==> src/common/rnn_pkg.sv <==
package rnn_pkg;

    // network dimensions
    localparam int VOCAB_SIZE = 76;
    localparam int EMB_SIZE   = 4;
    localparam int HID_SIZE   = 8;

    // signed Q8.8 data path
    localparam int DATA_W    = 16;
    localparam int FRAC_BITS = 8;
    localparam int ACC_W     = 32;

    // fixed-point one, used as the operand of a bias term
    localparam logic signed [DATA_W-1:0] FIX_ONE =
        {{(DATA_W-FRAC_BITS-1){1'b0}}, 1'b1, {FRAC_BITS{1'b0}}};

    // weight memory
    localparam int ADDR_W    = 9;
    localparam int MEM_DEPTH = 416;

    // address map, all offsets in words
    localparam int EMB_BASE  = 0;   // embedding table, token by token
    localparam int W_IH_BASE = 304; // input to hidden, 4 per neuron
    localparam int W_HH_BASE = 336; // hidden to hidden, 8 per neuron
    localparam int B_IH_BASE = 400; // input bias per neuron
    localparam int B_HH_BASE = 408; // hidden bias per neuron

    // sequencer states, fetch order follows the term order of one neuron
    typedef enum logic [2:0] {
        S_IDLE,   // waiting for execute
        S_EMB,    // embedding fetch
        S_HH_W,   // hidden to hidden weights
        S_HH_B,   // hidden bias
        S_IH_W,   // input to hidden weights
        S_IH_B,   // input bias, last term
        S_WAIT,   // accumulator draining
        S_COMMIT  // new hidden becomes old
    } seq_state_t;

endpackage

==> src/rnn_core/state_bank.sv <==
`timescale 1ns/10ps

module state_bank #(
    parameter int HID_SIZE = 8,
    parameter int EMB_SIZE = 4
) (
    input  logic                              clk,
    input  logic                              reset,
    input  logic                              emb_wr_en,
    input  logic        [$clog2(EMB_SIZE)-1:0] emb_wr_idx,
    input  logic signed [rnn_pkg::DATA_W-1:0] emb_wr_data,
    input  logic                              hid_wr_en,
    input  logic        [$clog2(HID_SIZE)-1:0] hid_wr_idx,
    input  logic signed [rnn_pkg::DATA_W-1:0] hid_wr_data,
    input  logic                              commit,
    input  logic        [$clog2(EMB_SIZE)-1:0] emb_rd_idx,
    output logic signed [rnn_pkg::DATA_W-1:0] emb_rd_data,
    input  logic        [$clog2(HID_SIZE)-1:0] hid_rd_idx,
    output logic signed [rnn_pkg::DATA_W-1:0] hid_rd_data
);

    logic signed [rnn_pkg::DATA_W-1:0] emb   [EMB_SIZE];
    logic signed [rnn_pkg::DATA_W-1:0] old_h [HID_SIZE]; // operands of this step
    logic signed [rnn_pkg::DATA_W-1:0] new_h [HID_SIZE]; // results of this step

    always_ff @(posedge clk)
    begin
        if (emb_wr_en)
        begin
            emb[emb_wr_idx] <= emb_wr_data;
        end
    end

    always_ff @(posedge clk)
    begin
        if (reset)
        begin
            for (int i = 0; i < HID_SIZE; i++)
            begin
                old_h[i] <= '0;
                new_h[i] <= '0;
            end
        end
        else
        begin
            if (hid_wr_en)
            begin
                new_h[hid_wr_idx] <= hid_wr_data;
            end
            if (commit)
            begin
                old_h <= new_h; // whole vector in one edge
            end
        end
    end

    assign emb_rd_data = emb[emb_rd_idx];
    assign hid_rd_data = old_h[hid_rd_idx];

endmodule

==> config.mk <==
export PLATFORM = sky130hd
export DESIGN_NAME = state_bank
export DESIGN_NICKNAME = d
export VERILOG_FILES = /design/src/common/rnn_pkg.sv /design/src/rnn_core/state_bank.sv
export SDC_FILE = /design/constraint.sdc
export NUM_CORES = 1
export LEC_CHECK = 0
export ABC_AREA = 1
export BUFFER_PORTS_ARGS = -buffer_cell sky130_fd_sc_hd__buf_2
export CAP_MARGIN = 40
export CELL_PAD_IN_SITES_DETAIL_PLACEMENT = 2
export CELL_PAD_IN_SITES_GLOBAL_PLACEMENT = 2
export CORE_AREA = 4 4 230 232
export CTS_CLUSTER_DIAMETER = 30
export CTS_CLUSTER_SIZE = 14
export DETAILED_ROUTE_END_ITERATION = 7
export DIE_AREA = 0 0 234 236
export PLACE_DENSITY_LB_ADDON = 0.1
export SLEW_MARGIN = 30
export SYNTH_ARGS = -nofsm -noshare
export SYNTH_HDL_FRONTEND = slang
export SYNTH_SLANG_ARGS = --single-unit
==> constraint.sdc <==
create_clock -name clk -period 4.6 [get_ports clk]
set_input_delay 1.38 -clock clk [delete_from_list [all_inputs] [get_ports clk]]
set_output_delay 1.38 -clock clk [all_outputs]
set_load 0.03 [all_outputs]
==> impl.org <==
** Clock network
- After clock tree synthesis, the clock-pin slew on the worst setup and hold paths is 0.04 ns.
- The clock passes through at most 3 buffers.
- Clock insertion delay at the later pin of the skew report :: a little over 0.6 ns
- Inserted Clock Buffers :: just over 90
- Number of buffers inserted for hold repair after clock tree synthesis :: 0
- Clock root buffer :: sky130_fd_sc_hd__clkbuf_16
- The tree built by TritonCTS fans out to 320 sinks.
- CTS tree :: built
- Post-CTS setup-driven buffer insertion count :: 0
- Post-CTS repair changed the size of 0 cells.
- The H-tree generated during clock tree synthesis spans 3 levels.

** Setup path
- The startpoint identified for the worst register-to-register timing path is new_h[90]$_SDFFE_PP0P_.
- The worst setup path is of the input port to primary output kind.
- Data on the critical path is required at its endpoint by between 3 and 4 ns.
- STA puts the critical path data arrival time at ~2.6 ns.
- For the worst flop-to-flop path, the logic depth is 2.
- Max Fanout on Critical Path :: 64
- Endpoint kind of the worst setup timing path :: primary output
- Startpoint types :: input port
- The endpoint identified for the worst register-to-register timing path is old_h[90]$_SDFFE_PP0P_.
- Setup slack of the worst register-to-register path :: ~3.9 ns

** Place
- Port buffering added 78 buffers.
- Detailed placement HPWL :: 27.4 mm
- At the end of routability-driven placement, the weighted congestion stood at roughly 0.69.

** Timing
- Measured against its own limit, the worst slew margin works out to around half.
- The number of max-slew violations in the final report is 0.
- Derived from the worst setup path, the maximum achievable clock frequency is approximately 0.25 GHz.
- Worst Max-Slew Pin Slew :: 0.737 ns
- Final critical path time including I/O delays and setup :: a little under 4 ns
- Setup repair after global routing left no endpoint under its margin.
- The count of final hold-check violations is 0.
- Setup violations remaining at the end of the flow were counted as 0.
- In the finished design, the share of the clock period the worst path needs comes to 85.7%.
- Setup_tns :: 0 ns
- Worst setup skew after layout :: around 0.012 ns

** Power
- Sequential cells account for 30.4% of the total power.
- Leakage component of the power :: slightly below 0.007 µW
- Net switching is around a quarter of the power.
- Proportion of power drawn by the clock network :: a little over three fifths
- Across the VDD grid, the largest voltage drop is 0.298 mV.
- Post-layout total power :: approximately 10000 µW
- In this run the power spent charging and discharging nets is around 2300 µW.
- Logic pwr share :: between 6 and 7%
- Cell-internal power :: 7660 µW
- PwrDens :: 593 mW/mm²

** Routing
- Detailed-routing wirelength on met1 :: about 21 mm
- The first detailed-routing pass ran for 4 iterations.
- Once detail routing completed, the nets flagged for antenna violations numbered 0.
- Uppermost layer routed :: met5
- Number of design rule violations left after detail routing :: 0
- Detailed-route vias per instance :: roughly 4.5
- Detail-routed net length per standard cell :: between 15 and 20 µm
- Met3 WL post-DR :: roughly 2 mm
- The final layout contains routed wiring with a total length of roughly 46 mm.
- For this block, the initial DRC count from the detailed router was ~440.
- In the detailed route, the total length drawn on met2 is between 20 and 25 mm.
- The final route contains between 10000 and 15000 vias.

** Yosys
- Counting flops and latches in the post-synthesis netlist gives 320.
- The cell area that synthesis handed to floorplanning was 0.0126 mm².
- Area leader, netlist :: sky130_fd_sc_hd__dfxtp_1
- Number of cells produced by synthesis :: 1584
- The share of synthesized area in the top cell type comes to 40.8%.
- Portion of the post-synthesis area used by sequential elements :: ~56%
- Each instance of the synthesized netlist takes up on average ~8 µm².
- Total nets after synthesis :: between 1500 and 2000
- Yosys synthesis warning count :: 0
- By area the synthesized netlist is led by sky130_fd_sc_hd__dfxtp_1 (41%), sky130_fd_sc_hd__edfxtp_1 (15%), sky130_fd_sc_hd__o21ai_0 (11%).
- Count of cell types in the netlist :: 21

** Global route
- First-pass GRT wire length :: between 70 and 80 mm
- Number of global-route vias before repair :: between 10000 and 15000
- GRT Resource Usage Total :: 16.9%
- Maximum number of pins on one net before global-route repair :: 99
- Number of antenna violations at the first check in global routing :: 10
- Global routing finished with a remaining overflow of 0.

** Hold path
- The path with the worst hold slack has its endpoint at old_h[66]$_SDFFE_PP0P_.
- The worst hold path begins at old_h[66]$_SDFFE_PP0P_.
- In this run the worst hold path is classified as register to register.
- The worst hold path was traced through 2 stages.

** Run
- Max_cap viols :: 0

** Cells and area
- Of the cells placed in the final design, the portion with a size suffix greater than 1 is around 16%.
- The top cell types in the final layout, fill and taps aside, are sky130_fd_sc_hd__nor2_1 (289), sky130_fd_sc_hd__o21ai_0 (268), sky130_fd_sc_hd__dfxtp_1 (256), sky130_fd_sc_hd__nand2_1 (209), sky130_fd_sc_hd__inv_1 (140).
- Nets@finish :: 1727
- The filler cells instantiated in the layout total between 5000 and 6000.
- Area growth syn-to-layout :: 34.2%
- The library cell used most frequently in the layout, excluding fill and tap cells, is sky130_fd_sc_hd__nor2_1.

** Outcome
- Result of the run :: complete, no violations

** Die
- Die outline area :: about 0.055 mm²
- In this run the horizontal extent of the chip is ~230 µm.
- Count of pins on the block boundary :: between 70 and 80
- Initial standard-cell utilization of the core :: around a quarter
- The initialized floorplan defines just over 80 standard-cell rows.
- Core area :: roughly 0.05 mm²
- Measured along the y axis, the die boundary spans 236 µm.
==> power groups by stage <==
stage | registers (µW) | logic (µW) | clock network, µW
3_3_place_gp | 3080 | 641 | 0
4_1_cts | 3040 | 664 | 6470
3_5_place_dp | 3090 | 659 | 0
6_report | 3040 | 642 | 6330
2_1_floorplan | 3080 | 406 | 0
5_1_grt | 3050 | 730 | 6650
==> per-layer routing <==
metal,vias to the layer above,GRT usage [%]
met5,-,0
met4,4,4.90
met3,86,4.47
met2,176,29.3
met1,5330,20.7
li1,5390,-
==> cell type report <==
cell class	instances	area [µm²]	area share (%)
diodes	2	5.00	0.0297
clock buffers	142	2800	16.6
clock inverters	28	364	2.16
inverters	151	582	3.45
multi-input cells	1010	4520	26.8
flip-flops and latches	320	7050	41.8
well taps	680	851	5.04
repair buffers	104	704	4.17
==> worst max path at each step <==
stage	cells past startpoint	to	slack [ns]	start
3_5_place_dp	8	hid_rd_data[9]	0.64	hid_rd_idx[1]
2_1_floorplan	4	emb_rd_data[10]	0.90	emb_rd_idx[0]
6_report	9	hid_rd_data[10]	0.66	hid_rd_idx[0]
3_3_place_gp	9	hid_rd_data[6]	0.64	hid_rd_idx[0]
5_1_grt	8	hid_rd_data[10]	0.54	hid_rd_idx[1]
4_1_cts	8	hid_rd_data[9]	0.64	hid_rd_idx[1]
==> kinds of logic (layout without fill, tap and decap cells) <==
logic type	count (synthesis)	count (layout)	share of synthesized area, %
AOI/OAI and AO/OA	432	432	17.4
buffers and inverters	254	425	8.35
DFF	320	320	56.0
other	0	2	0
and+or+nand+nor	578	578	18.3
==> through the flow <==
step	hold WS (ns)	instance area [µm²]	setup WS [ns]	cells	util, %
2_1_floorplan	0.429	12600	0.901	1584	-
3_3_place_gp	0.443	13700	0.642	2261	26.8
3_5_place_dp	0.449	13700	0.641	2265	26.9
4_1_cts	0.458	16900	0.640	2435	33.1
5_1_grt	0.474	16900	0.543	2435	33.1
6_report	0.454	16900	0.657	2437	33.1
==> cells in the mapped netlist <==
| cell | n |
|---|---|
| sky130_fd_sc_hd__o21ai_1 | 20 |
| sky130_fd_sc_hd__nor2_4 | 2 |
| sky130_fd_sc_hd__clkinv_2 | 4 |
| sky130_fd_sc_hd__inv_1 | 142 |
| sky130_fd_sc_hd__clkbuf_2 | 4 |
| sky130_fd_sc_hd__buf_6 | 8 |
| sky130_fd_sc_hd__nor2_1 | 289 |
| sky130_fd_sc_hd__edfxtp_1 | 64 |
| sky130_fd_sc_hd__nand3_1 | 64 |
| sky130_fd_sc_hd__buf_2 | 21 |
| sky130_fd_sc_hd__o21ai_0 | 268 |
| sky130_fd_sc_hd__a21oi_1 | 128 |
| sky130_fd_sc_hd__o22ai_1 | 16 |
| sky130_fd_sc_hd__dfxtp_1 | 256 |
| sky130_fd_sc_hd__nor3_1 | 4 |
| sky130_fd_sc_hd__nand2_1 | 209 |
| sky130_fd_sc_hd__clkbuf_1 | 64 |
| sky130_fd_sc_hd__nor2_2 | 2 |
| sky130_fd_sc_hd__buf_1 | 6 |
| sky130_fd_sc_hd__nand2_2 | 8 |
| sky130_fd_sc_hd__inv_2 | 5 |
==> sequential cells by signal, summed over array words and instances (netlist names) <==
register  count
old_h       128
emb          64
new_h       128
==> critical path: stages <==
cell and delay [ns]:
sky130_fd_sc_hd__buf_2 0.13, sky130_fd_sc_hd__inv_2 0.06, sky130_fd_sc_hd__buf_12 0.31, sky130_fd_sc_hd__nand2_1 0.11, sky130_fd_sc_hd__nand3_1 0.08, sky130_fd_sc_hd__nand2_1 0.05, sky130_fd_sc_hd__nand2_1 0.07, sky130_fd_sc_hd__nand2_1 0.12
sky130_fd_sc_hd__buf_2 0.21
Power figures use the tool's default switching activity.
