<file path="config.mk">
export PLATFORM = sky130hd
export DESIGN_NAME = neuron_mac_flat
export DESIGN_NICKNAME = d
export VERILOG_FILES = /design/src/common/rnn_pkg.sv /design/src/common/mac_if.sv /design/src/rnn_core/neuron_mac.sv /design/src/flat_wrapper.sv
export SDC_FILE = /design/constraint.sdc
export NUM_CORES = 1
export LEC_CHECK = 0
export ABC_CLOCK_PERIOD_IN_PS = 13800
export BUFFER_PORTS_ARGS = -buffer_cell sky130_fd_sc_hd__buf_4
export CAP_MARGIN = 30
export CORE_MARGIN = 2
export CORE_UTILIZATION = 70
export CTS_BUF_LIST = sky130_fd_sc_hd__clkbuf_8 sky130_fd_sc_hd__clkbuf_16
export DETAILED_ROUTE_END_ITERATION = 7
export GPL_TIMING_DRIVEN = 0
export PLACE_DENSITY = 0.89
export SYNTH_ARGS = -nofsm -noshare
export SYNTH_HDL_FRONTEND = slang
export SYNTH_SLANG_ARGS = --single-unit
export TNS_END_PERCENT = 1
</file>
<file path="constraint.sdc">
create_clock -name clk -period 13.8 [get_ports clk]
set_input_delay 1.38 -clock clk [delete_from_list [all_inputs] [get_ports clk]]
set_output_delay 1.38 -clock clk [all_outputs]
set_load 0.01 [all_outputs]
</file>
<file path="src/common/rnn_pkg.sv">
package rnn_pkg;

    // network dimensions
    localparam int VOCAB_SIZE = 76;
    localparam int EMB_SIZE   = 4;
    localparam int HID_SIZE   = 8;

    // signed Q8.8 data path
    localparam int DATA_W    = 16;
    localparam int FRAC_BITS = 8;
    localparam int ACC_W     = 32;

    // fixed-point one, used as the operand of a bias term
    localparam logic signed [DATA_W-1:0] FIX_ONE =
        {{(DATA_W-FRAC_BITS-1){1'b0}}, 1'b1, {FRAC_BITS{1'b0}}};

    // weight memory
    localparam int ADDR_W    = 9;
    localparam int MEM_DEPTH = 416;

    // address map, all offsets in words
    localparam int EMB_BASE  = 0;   // embedding table, token by token
    localparam int W_IH_BASE = 304; // input to hidden, 4 per neuron
    localparam int W_HH_BASE = 336; // hidden to hidden, 8 per neuron
    localparam int B_IH_BASE = 400; // input bias per neuron
    localparam int B_HH_BASE = 408; // hidden bias per neuron

    // sequencer states, fetch order follows the term order of one neuron
    typedef enum logic [2:0] {
        S_IDLE,   // waiting for execute
        S_EMB,    // embedding fetch
        S_HH_W,   // hidden to hidden weights
        S_HH_B,   // hidden bias
        S_IH_W,   // input to hidden weights
        S_IH_B,   // input bias, last term
        S_WAIT,   // accumulator draining
        S_COMMIT  // new hidden becomes old
    } seq_state_t;

endpackage

</file>
<file path="src/common/mac_if.sv">
`timescale 1ns/10ps

interface mac_if;

    logic                              term_valid;
    logic signed [rnn_pkg::DATA_W-1:0] weight;
    logic signed [rnn_pkg::DATA_W-1:0] operand;    // fixed-point one for a bias
    logic                              term_first; // clears the sum
    logic                              term_last;  // closes the sum
    logic                              result_valid;
    logic signed [rnn_pkg::DATA_W-1:0] result;

    modport initiator (
        output term_valid,
        output weight,
        output operand,
        output term_first,
        output term_last,
        input  result_valid,
        input  result
    );

    modport target (
        input  term_valid,
        input  weight,
        input  operand,
        input  term_first,
        input  term_last,
        output result_valid,
        output result
    );

endinterface

</file>
<file path="src/rnn_core/neuron_mac.sv">
`timescale 1ns/10ps

module neuron_mac (
    input logic   clk,
    input logic   reset,
    mac_if.target mac
);

    localparam int DW = rnn_pkg::DATA_W;
    localparam int AW = rnn_pkg::ACC_W;
    localparam logic signed [AW-1:0] SAT_MAX = AW'((1 << (DW - 1)) - 1);

    logic                 valid_q;
    logic                 first_q;
    logic                 last_q;
    logic signed [AW-1:0] prod_q;
    logic signed [AW-1:0] acc;
    logic signed [AW-1:0] sum;
    logic signed [AW-1:0] scaled;
    logic signed [DW-1:0] activated;

    // stage one, flags follow the product
    always_ff @(posedge clk)
    begin
        if (reset)
        begin
            valid_q          <= 1'b0;
            first_q          <= 1'b0;
            last_q           <= 1'b0;
            mac.result_valid <= 1'b0;
        end
        else
        begin
            valid_q          <= mac.term_valid;
            first_q          <= mac.term_valid && mac.term_first;
            last_q           <= mac.term_valid && mac.term_last;
            mac.result_valid <= valid_q && last_q;
        end
    end

    always_ff @(posedge clk)
    begin
        prod_q <= mac.weight * mac.operand; // full signed product
    end

    // first term loads instead of adding
    assign sum    = first_q ? prod_q : acc + prod_q;
    assign scaled = sum >>> rnn_pkg::FRAC_BITS;

    // saturate then relu, negatives collapse to zero
    always_comb
    begin
        if (scaled < 0)
            activated = '0;
        else if (scaled > SAT_MAX)
            activated = DW'(SAT_MAX);
        else
            activated = DW'(scaled);
    end

    // stage two
    always_ff @(posedge clk)
    begin
        if (valid_q)
        begin
            acc <= sum;
        end
        if (valid_q && last_q)
        begin
            mac.result <= activated;
        end
    end

endmodule

</file>
<file path="src/flat_wrapper.sv">
// flat-port wrapper written by rule: the top's interface ports become plain ports
module neuron_mac_flat 
  (clk, reset, mac_term_valid, mac_weight, mac_operand, mac_term_first, mac_term_last, mac_result_valid, mac_result);
  mac_if mac_i ();
  input logic clk;
  input logic reset;
  input wire logic [$bits(mac_i.term_valid)-1:0] mac_term_valid;
  input wire logic [$bits(mac_i.weight)-1:0] mac_weight;
  input wire logic [$bits(mac_i.operand)-1:0] mac_operand;
  input wire logic [$bits(mac_i.term_first)-1:0] mac_term_first;
  input wire logic [$bits(mac_i.term_last)-1:0] mac_term_last;
  output wire logic [$bits(mac_i.result_valid)-1:0] mac_result_valid;
  output wire logic [$bits(mac_i.result)-1:0] mac_result;
  assign mac_i.term_valid = mac_term_valid;
  assign mac_i.weight = mac_weight;
  assign mac_i.operand = mac_operand;
  assign mac_i.term_first = mac_term_first;
  assign mac_i.term_last = mac_term_last;
  assign mac_result_valid = mac_i.result_valid;
  assign mac_result = mac_i.result;
  neuron_mac u_core (.clk(clk), .reset(reset), .mac(mac_i));
endmodule
</file>
==> results.md, run 1 <==
* Outcome: finished clean
* CTS max path bufs at 2
* Net count after synthesis at 1949
* Clk slew on worst S/H paths at 0.06 ns
* Top FF cell, synth: edfxtp_1
* Util after Layout at 0.7641
* Post-synth EDFFs at 48
* All-Layer GR Usage at 0.3325
* Initial drt markers at around 740
* Final Max Tran Viols at 0
* Fmax at around 120 MHz
* Avg Synthesized Cell Area at ~9.4 sq um
* Highest metal layer with signal wires: met4
* HPWL after DPL at 28590 microns
* H-tree Lvls at 3
* CP endpoint kind: flop
* Seq cells post-synth at 84
* Wirelength, routed at 33940 microns
* Avg WL per Cell at between 15 and 20 microns
* Met1 wire length at ~13000 microns
* DP Cell Count at roughly 1900
* Max FO, Critical Path at 10
* Sum Neg Setup Slack at 0 ns
* # DRC at 0
* R2r startpoint: u_core.prod_q[0]
* Worst Path Arrival at 8.31 ns
* Starting Density at 0.7127
* Mapped cell area at 0.01442 sq mm
* Startpoint Class: input pin
* Hold Crit Class: reg -> reg
* Worst slew pin tran at around 0.86 ns
* DIE AREA at about 0.022 sq mm
* CTS tree: yes
* Post-cts resize count at 0
* Hold Crit Depth at 2
* # setup viols final at 0
* Post-Place Worst Slack at roughly 5.5 ns
* GPL Wtd Cong at ~1
* Antenna Nets Post-Route at 0
* Reg2reg path depth at 13
* Total gr overflow at 0
* Detailed-router iteration count before antenna repair at 5
* Ant. Diodes at 0
* Flop-to-flop setup slack at a little under 10 ns
* Die width at about 150 microns
* Vias per cell at between 5 and 6
* Most frequent cells after synthesis: inv_1, fa_1, nand2_1
* Critical path data required time at 14.06 ns
* Crit share post-route at 0.5830
* Area Overhead vs Synth at 7.219%
* Netlist cell types at 70
* Placeable Area at roughly 0.020 sq mm
* Vias after detailed routing at between 10000 and 15000
* Nets at ~2000
* Count leader, synth: inv_1
* Post-CTS setup buffer count at 0
* Final hold vios at 0
* Reg-to-reg endpoint: u_core.mac.result[11]
* Seq/Total Area, Yosys at 0.1499
* Largest area contributor in the netlist: fa_1
* Top cells by area, synth: fa_1, edfxtp_1, ha_1
* FF/Latch Area at 0.002163 sq mm
* # hold bufs at CTS at 0
* IO buf count at 53
* Worst setup margin at 5.754 ns
* Max Clock Skew at 0.007098 ns
* Ys Warns at 0
* Rows at 52
* Metal2 WL at 16150 microns
* Hold Path End: u_core.acc[2]
* Die Y at approximately 150 microns
* Top-area cell type share of the netlist area at 0.3651
* Ratio of cells with drive above 1 in the final layout at 0.06604
* Max-cap violations at 0
* Clock Latency Late Sink at 0.34 ns
* Unrepaired setup endpoints after global routing: false
* Hold Crit Start: u_core.prod_q[2]
* CP Class: in -> reg
* Top Ports at 54
* Multi-input gate area at 0.01079 sq mm
* Largest net degree at the start of global routing at 34
* Layout Cells excl Fill at 1875
* Clock Tree Root: clkbuf_16
* Gate Count Post-Synth at roughly 1500
* Number of global-route vias before repair at approximately 12000
* Post-synth ARST share at 0
* Fillers at between 1000 and 1500
* Slew headroom at 0.4293
* WL met3 at approximately 3200 microns
* Final critical-path required period at ~8.0 ns
* CTS Buf Count at 9
* CTS Sinks at between 80 and 90
* Initial antenna violation count at 0
* First-pass GRT wire length at roughly 57000 microns
-- cell families (layout without fill, tap and decap cells) --
family,after synthesis,after routing,synth area share
AOI/OAI and AO/OA,215,215,0.09944
xor gates and xnor gates,55,55,0.03393
adders and majority gates,376,376,0.4632
buffers and inverters,373,442,0.1020
DFF,84,84,0.1499
muxes,4,4,0.002863
other,1,1,0.0002601
and+or+nand+nor,428,428,0.1485
-- layout by cell type (no fill, tap or decap), drive strengths merged, types with 14 or more instances in the layout --
cell type,n
xnor2,37
o21ai,41
nand2,179
and2,132
xor2,18
nor2,45
a21o,21
o21bai,15
dfxtp,36
edfxtp,48
clkbuf,51
fa,263
ha,113
nand2b,15
inv,330
a31oi,14
a21oi,60
buf,58
-- metrics by stage --
step | hold WS [ns] | area (sq um)
5_1_grt | 0.5881 | 15460
2_1_floorplan | 0.5107 | 14420
4_1_cts | 0.5505 | 15460
6_report | 0.5587 | 15460
3_5_place_dp | 0.5348 | 15160
3_3_place_gp | 0.5335 | 15160
-- flip-flops by register name, summed over array words and instances, names as in the netlist --
register                 count
u_core.acc                  32
u_core.prod_q               32
u_core.mac.result           16
u_core.first_q               1
u_core.last_q                1
u_core.mac.result_valid      1
u_core.valid_q               1
-- area by class of cell --
cell class / count / share of cell area
Clock buffer: 9 / 0.01457
Clock inverter: 7 / 0.005098
Multi-Input combinational cell: 1079 / 0.6977
Buffer: 47 / 0.01594
Sequential cell: 84 / 0.1399
Timing Repair Buffer: 53 / 0.02573
Tap cell: 270 / 0.02185
Inverter: 326 / 0.07915
-- how the worst max path moves through the flow --
stage                              start                end  slack [ns]
after CTS                 mac_weight[15]  u_core.prod_q[31]        5.90
final                     mac_weight[15]  u_core.prod_q[31]        5.75
after floorplan           mac_weight[15]  u_core.prod_q[31]        6.58
after global placement    mac_weight[15]  u_core.prod_q[31]        5.69
after detailed placement  mac_weight[15]  u_core.prod_q[31]        5.53
after global routing      mac_weight[15]  u_core.prod_q[31]        5.44
-- metal layers --
| layer | track usage | up-vias |
|---|---|---|
| met3 | 0.05772 | 108 |
| met1 | 0.4339 | 5312 |
| met4 | 0.1269 | 0 |
| met2 | 0.5619 | 545 |
| li1 | - | 4933 |
| met5 | 0 | - |
-- critical path, cell delays in order --
cell      delay (ns)
buf_4           0.13
clkbuf_1        0.52
nand2_1         0.23
fa_1            0.52
inv_1           0.30
fa_1            0.51
fa_1            0.55
fa_1            0.53
fa_1            0.49
inv_1           0.05
fa_1            0.47
inv_1           0.04
ha_1            0.35
a21o_1          0.19
a21oi_1         0.22
nor4b_1         0.45
a211o_1         0.27
a21oi_1         0.09
o41a_1          0.43
a211o_1         0.27
a21oi_1         0.17
xnor2_1         0.15
Power of run 1 is not shown: default switching activity piles up to over one toggle a cycle in this logic, so the estimate is an artifact.
==> run 2, diff against run 1 <==
- ABC_CLOCK_PERIOD_IN_PS: 13800 -> 6900
- CORE_UTILIZATION: 70 -> 59
- PLACE_DENSITY: 0.89 -> 0.8
- clock period: 13.8 -> 6.9 ns (I/O delays scaled with it)
==> results.md, run 2 (synthesis gave the netlist of run 1 again) <==
* # setup viols final at 0 (unchanged)
* CTS tree: yes (unchanged)
* Global Route met3 Usage at 0.04158 (was 0.05772)
* Max Clock Skew at 0.008966 ns (was 0.007098 ns)
* Antenna Nets Post-Route at 0 (unchanged)
* Top flop regs: u_core.acc (32), u_core.prod_q (32), u_core.mac.result (16) (unchanged)
* CTS Buf Count at 9 (unchanged)
* Vias after detailed routing at 10558 (was 10898)
* Area Overhead vs Synth at 7.852% (was 7.219%)
* Total gr overflow at 0 (unchanged)
* IO buf count at 53 (unchanged)
* Die width at 160.3 microns (was 147.5 microns)
* # hold bufs at CTS at 0 (unchanged)
* Fmax at 150.6 MHz
* Post-Place Worst Slack at -0.5376 ns (was 5.530 ns)
* Vias per cell at 5.513 (was 5.812)
* Number of global-route vias before repair at 10966 (was 11578)
* Initial antenna violation count at 0 (unchanged)
* Final Max Tran Viols at 0 (unchanged)
* Commonest non-fill, non-tap cells in the layout: inv_1, fa_1, nand2_1 (unchanged)
* H-tree Lvls at 3 (unchanged)
* Worst setup margin at 0.2615 ns (was 5.754 ns)
* Flop-to-flop setup slack at 2.99 ns (was 9.74 ns)
* CTS Sinks at 84 (unchanged)
* First-pass GRT wire length at 55170 microns (was 56860 microns)
* HPWL after DPL at 28610 microns (was 28590 microns)
* Die Y at 160.3 microns (was 147.5 microns)
* Outcome: finished clean (unchanged)
* # DRC at 0 (unchanged)
* Starting Density at 0.5964 (was 0.7127)
* CP Class: in -> reg (unchanged)
* Rows at 57 (was 52)
* Ratio of cells with drive above 1 in the final layout at 0.07982 (was 0.06604)
* Final hold vios at 0 (unchanged)
* CTS max path bufs at 2 (unchanged)
* GRT met1 Usage at 0.3655 (was 0.4339)
* Wirelength, routed at 32920 microns (was 33940 microns)
* GPL Wtd Cong at 0.9756 (was 0.9907)
* Startpoint Class: input pin (unchanged)
* Clk slew on worst S/H paths at 0.06 ns (about the same)
* Top Ports at 54 (unchanged)
* Clock Tree Root: clkbuf_16 (unchanged)
* All-Layer GR Usage at 0.2712 (was 0.3325)
* Max FO, Critical Path at 10 (unchanged)
* Most Crowded Layer GR: met2 (unchanged)
* Worst hold slack at 0.5220 ns (was 0.5587 ns)
* Worst slew pin tran at 0.8637 ns (was 0.8560 ns)
* Slew headroom at 0.4242 (was 0.4293)
* Ant. Diodes at 0 (unchanged)
* Nets at 1999 (was 2013)
* Detailed-router iteration count before antenna repair at 5 (unchanged)
* Critical Path Start: mac_operand[4] (was mac_weight[15])
* DIE AREA at 0.02571 sq mm (was 0.02176 sq mm)
* Placeable Area at 0.02418 sq mm (was 0.02023 sq mm)
* Largest net degree at the start of global routing at 34 (unchanged)
* Final critical-path required period at approximately 6.6 ns
* GR Layer Usage met2 at 0.4658 (was 0.5619)
* Initial drt markers at 666 (was 742)
* Hold Crit Class: in -> reg (was reg -> reg)
* Worst Path Arrival at 6.90 ns (was 8.31 ns)
* Clock Latency Late Sink at 0.34 ns (about the same)
* Hold Crit Start: reset (was u_core.prod_q[2])
* R2r startpoint: u_core.acc[0] (was u_core.prod_q[0])
* Avg WL per Cell at 17.19 microns (was 18.10 microns)
* Max-cap violations at 0 (unchanged)
* Crit share post-route at 0.9621
* Critical path data required time at 7.16 ns (was 14.06 ns)
* Most common cell after layout, fill and taps aside: inv_1 (unchanged)
* Unrepaired setup endpoints after global routing: true (was false)
* CP endpoint kind: flop (unchanged)
-- run 2: cell types whose count changed in the layout (fill, tap and decap cells not counted), sizes merged --
| cell | change |
|---|---|
| buf | +1 |
| bufinv | -1 |
| clkbuf | -14 |
| clkinv | +2 |
| inv | -2 |
-- run 2: area by class of cell --
cell class	count	area, sq um
Fill cell	2008	8625
Multi-Input combinational cell	1079	10840
Sequential cell	84	2163
Buffer	33	226.5
Tap cell	324	405.4
Inverter	326	1224
Clock buffer	10	250.2
Clock inverter	6	45.04
Timing Repair Buffer	53	397.9
-- run 2: final timing paths --
kind                                                end  depth (start not counted)
worst min-delay path            u_core.mac.result_valid                          2
worst max-delay path                  u_core.prod_q[30]                         23
worst min register to register            u_core.acc[7]                          2
worst max register to register     u_core.mac.result[8]                         13
-- run 2: critical path, stage by stage --
cell      delay (ns)
buf_4           0.14
buf_2           0.21
and2_1          0.21
fa_1            0.54
inv_1           0.06
fa_1            0.45
fa_1            0.55
inv_1           0.07
fa_1            0.49
fa_1            0.50
inv_1           0.05
fa_1            0.49
inv_1           0.05
ha_2            0.32
nand4_1         0.21
o221ai_1        0.16
a221oi_1        0.35
nor2_1          0.10
a211oi_1        0.44
a31oi_2         0.22
a211o_1         0.31
a21oi_1         0.17
xnor2_1         0.14
-- run 2: metrics by stage --
step                      setup TNS, ns  cells  utilization  instance area [sq um]
after CTS                             0   1926       0.6421                  15520
after detailed placement         -2.040   1913       0.6297                  15220
after global routing           -0.02377   1915       0.6433                  15550
after floorplan                       0   1536            -                  14420
after global placement           -1.539   1913       0.6297                  15220
final                                 0   1915       0.6433                  15550
-- run 2: routing by layer --
layer	vias up	routed length [microns]
met4	0	624
met2	365	15770
li1	4900	-
met3	47	2428
met1	5246	14100
met5	-	0
-- run 2: timing repair --
action                     in CTS  in global routing
setup endpoints to repair       3                  4
gates resized for setup         8                 39
buffers inserted                0                  0
pin swaps                       0                  2
Power of run 2 is left out for the same reason.
==> run 3, diff against run 2 <==
- CORE_MARGIN: 2 -> unset
==> results.md, run 3 (synthesis gave the netlist of run 1 again) <==
* DIE AREA at 0.02507 sq mm (was 0.02571 sq mm)
* Final hold vios at 0 (unchanged)
* Wirelength, routed at 33300 microns (was 32920 microns)
* CP Depth at 24 (was 23)
* Max FO, Critical Path at 10 (unchanged)
* Worst Path Arrival at 7.01 ns (was 6.90 ns)
* Ant. Diodes at 0 (unchanged)
* Reg2reg path depth at 13 (unchanged)
* Largest net degree at the start of global routing at 34 (unchanged)
* Cell Chain, Critical Path: buf_4 > buf_2 > nand2_1 > fa_1 > inv_1 > fa_1 > inv_1 > fa_1 > inv_1 > fa_1 > fa_1 > inv_1 > fa_1 > inv_1 > ha_1 > nand4_1 > nor2_1 > a32oi_1 > a211o_1 > a21oi_1 > o41a_1 > a211o_1 > a21oi_1 > xnor2_1 (was buf_4 > buf_2 > and2_1 > fa_1 > inv_1 > fa_1 > fa_1 > inv_1 > fa_1 > fa_1 > inv_1 > fa_1 > inv_1 > ha_2 > nand4_1 > o221ai_1 > a221oi_1 > nor2_1 > a211oi_1 > a31oi_2 > a211o_1 > a21oi_1 > xnor2_1)
* # DRC at 0 (unchanged)
* First-pass GRT wire length at 56320 microns (was 55170 microns)
* Util after Layout at 0.6537 (was 0.6433)
* Top cell family by delay on the critical path: adder cells (unchanged)
* Antenna Nets Post-Route at 0 (unchanged)
* CP endpoint kind: flop (unchanged)
* Most common cell after layout, fill and taps aside: inv_1 (unchanged)
* Multi-input gate area at 0.01081 sq mm (was 0.01084 sq mm)
* Die width at 158.3 microns (was 160.3 microns)
* Commonest non-fill, non-tap cells in the layout: inv_1, fa_1, nand2_1 (unchanged)
* Total gr overflow at 0 (unchanged)
* Slew headroom at 0.4129 (was 0.4242)
* Clock Latency Late Sink at 0.34 ns (about the same)
* All-Layer GR Usage at 0.2948 (was 0.2712)
* Starting Density at 0.6071 (was 0.5964)
* FF/Latch Area at 0.002163 sq mm (unchanged)
* Rows at 56 (was 57)
* Fmax at 148.2 MHz (was 150.6 MHz)
* # setup viols final at 0 (unchanged)
* CTS Buf Count at 9 (unchanged)
* H-tree Lvls at 3 (unchanged)
* CTS Sinks at 84 (unchanged)
* Startpoint Class: input pin (unchanged)
* CTS tree: yes (unchanged)
* DP Cell Count at 1908 (was 1913)
* Ratio of cells with drive above 1 in the final layout at 0.07712 (was 0.07982)
* Max-cap violations at 0 (unchanged)
* Clock Tree Root: clkbuf_16 (unchanged)
* Initial antenna violation count at 0 (unchanged)
* GPL Wtd Cong at 0.9742 (was 0.9756)
* Vias after detailed routing at 10585 (was 10558)
* # hold bufs at CTS at 0 (unchanged)
* Nets at 2003 (was 1999)
* Placeable Area at 0.02375 sq mm (was 0.02418 sq mm)
* Initial drt markers at 541 (was 666)
* CP Class: in -> reg (unchanged)
* Clk slew on worst S/H paths at 0.06 ns (about the same)
* CP max stage delay at 0.54 ns (was 0.55 ns)
* Max Clock Skew at 0.004670 ns (was 0.008966 ns)
* Final Max Tran Viols at 0 (unchanged)
* Outcome: finished clean (unchanged)
* Unrepaired setup endpoints after global routing: true (unchanged)
* Final critical-path required period at 6.749 ns (was 6.639 ns)
* Top Ports at 54 (unchanged)
* Buf+Inv Stages, Crit Path at 7 (was 6)
* Vias per cell at 5.530 (was 5.513)
* Hold Crit Class: in -> reg (unchanged)
* Die Y at 158.3 microns (was 160.3 microns)
* CP most frequent cell: fa_1 (unchanged)
* Detailed-router iteration count before antenna repair at 5 (unchanged)
* CP max stage cell: fa_1 (unchanged)
* Layout Cells excl Fill at 1914 (was 1915)
* Hold Crit Depth at 2 (unchanged)
* Top flop regs: u_core.acc (32), u_core.prod_q (32), u_core.mac.result (16) (unchanged)
* Worst slew pin tran at 0.8806 ns (was 0.8637 ns)
* Fillers at 1948 (was 2008)
* Area Overhead vs Synth at 7.679% (was 7.852%)
* Avg WL per Cell at 17.40 microns (was 17.19 microns)
* IO buf count at 53 (unchanged)
* HPWL after DPL at 28670 microns (was 28610 microns)
* Crit share post-route at 0.9782 (was 0.9621)
* Sum Neg Setup Slack at 0 ns (unchanged)
* CTS max path bufs at 2 (unchanged)
* Number of global-route vias before repair at 11358 (was 10966)
* Worst hold slack at 0.5095 ns (was 0.5220 ns)
* Critical path data required time at 7.16 ns (about the same)
run 3: cell count changes in the layout (fill, tap and decap cells not counted), moves of 2 or more:
| cell | delta |
|---|---|
| clkbuf_4 | -4 |
| clkinv_4 | -2 |
| a21oi_4 | -2 |
| buf_4 | +3 |
| clkbuf_1 | +4 |
run 3: final cells by class:
type / instances / area share
clock inverters: 6 / 0.002337
clock buffers: 10 / 0.01612
plain buffers: 34 / 0.01394
multi-input cells: 1079 / 0.6965
flip-flops and latches: 84 / 0.1393
repair buffers: 56 / 0.02707
inverters: 326 / 0.07905
well taps: 319 / 0.02571
run 3: worst reg2reg max path, stage by stage (launching register included):
cell      delay [ns]
edfxtp_1        0.33
ha_1            0.19
inv_1           0.07
fa_1            0.39
nand2b_1        0.19
a21oi_1         0.18
o211ai_1        0.22
a211oi_1        0.53
o211ai_1        0.17
o311ai_0        0.20
o211ai_1        0.26
nor4_4          0.52
buf_2           0.32
a31oi_1         0.12
run 3: path summary, 6_finish.rpt:
| kind | slack [ns] | end | startpoint |
|---|---|---|---|
| max | 0.15 | u_core.prod_q[31] | mac_weight[7] |
| max reg2reg | 2.95 | u_core.mac.result[11] | u_core.acc[0] |
| min reg2reg | 0.55 | u_core.acc[7] | u_core.prod_q[7] |
| min | 0.51 | u_core.mac.result_valid | reset |
run 3: metal layers:
metal | global-route usage | vias to the layer above | routed length, microns
met5 | 0 | - | 0
met4 | 0.09661 | 0 | 852
met3 | 0.06396 | 68 | 2643
met2 | 0.5029 | 401 | 16010
met1 | 0.3726 | 5201 | 13790
li1 | - | 4915 | -
run 3: through the flow:
step / setup WS [ns] / cell area (sq um)
after floorplan: 0.3725 / 14420
after global placement: -0.5758 / 15220
after detailed placement: -0.7301 / 15220
after CTS: 0.04011 / 15500
after global routing: -0.07402 / 15530
final: 0.1506 / 15530
run 3: what timing repair did:
item,in CTS,in global routing
resized for setup,7,20
pin swaps,0,2
buffers inserted,0,3
endpoints found under the setup margin,4,4
Power of run 3 is left out for the same reason.
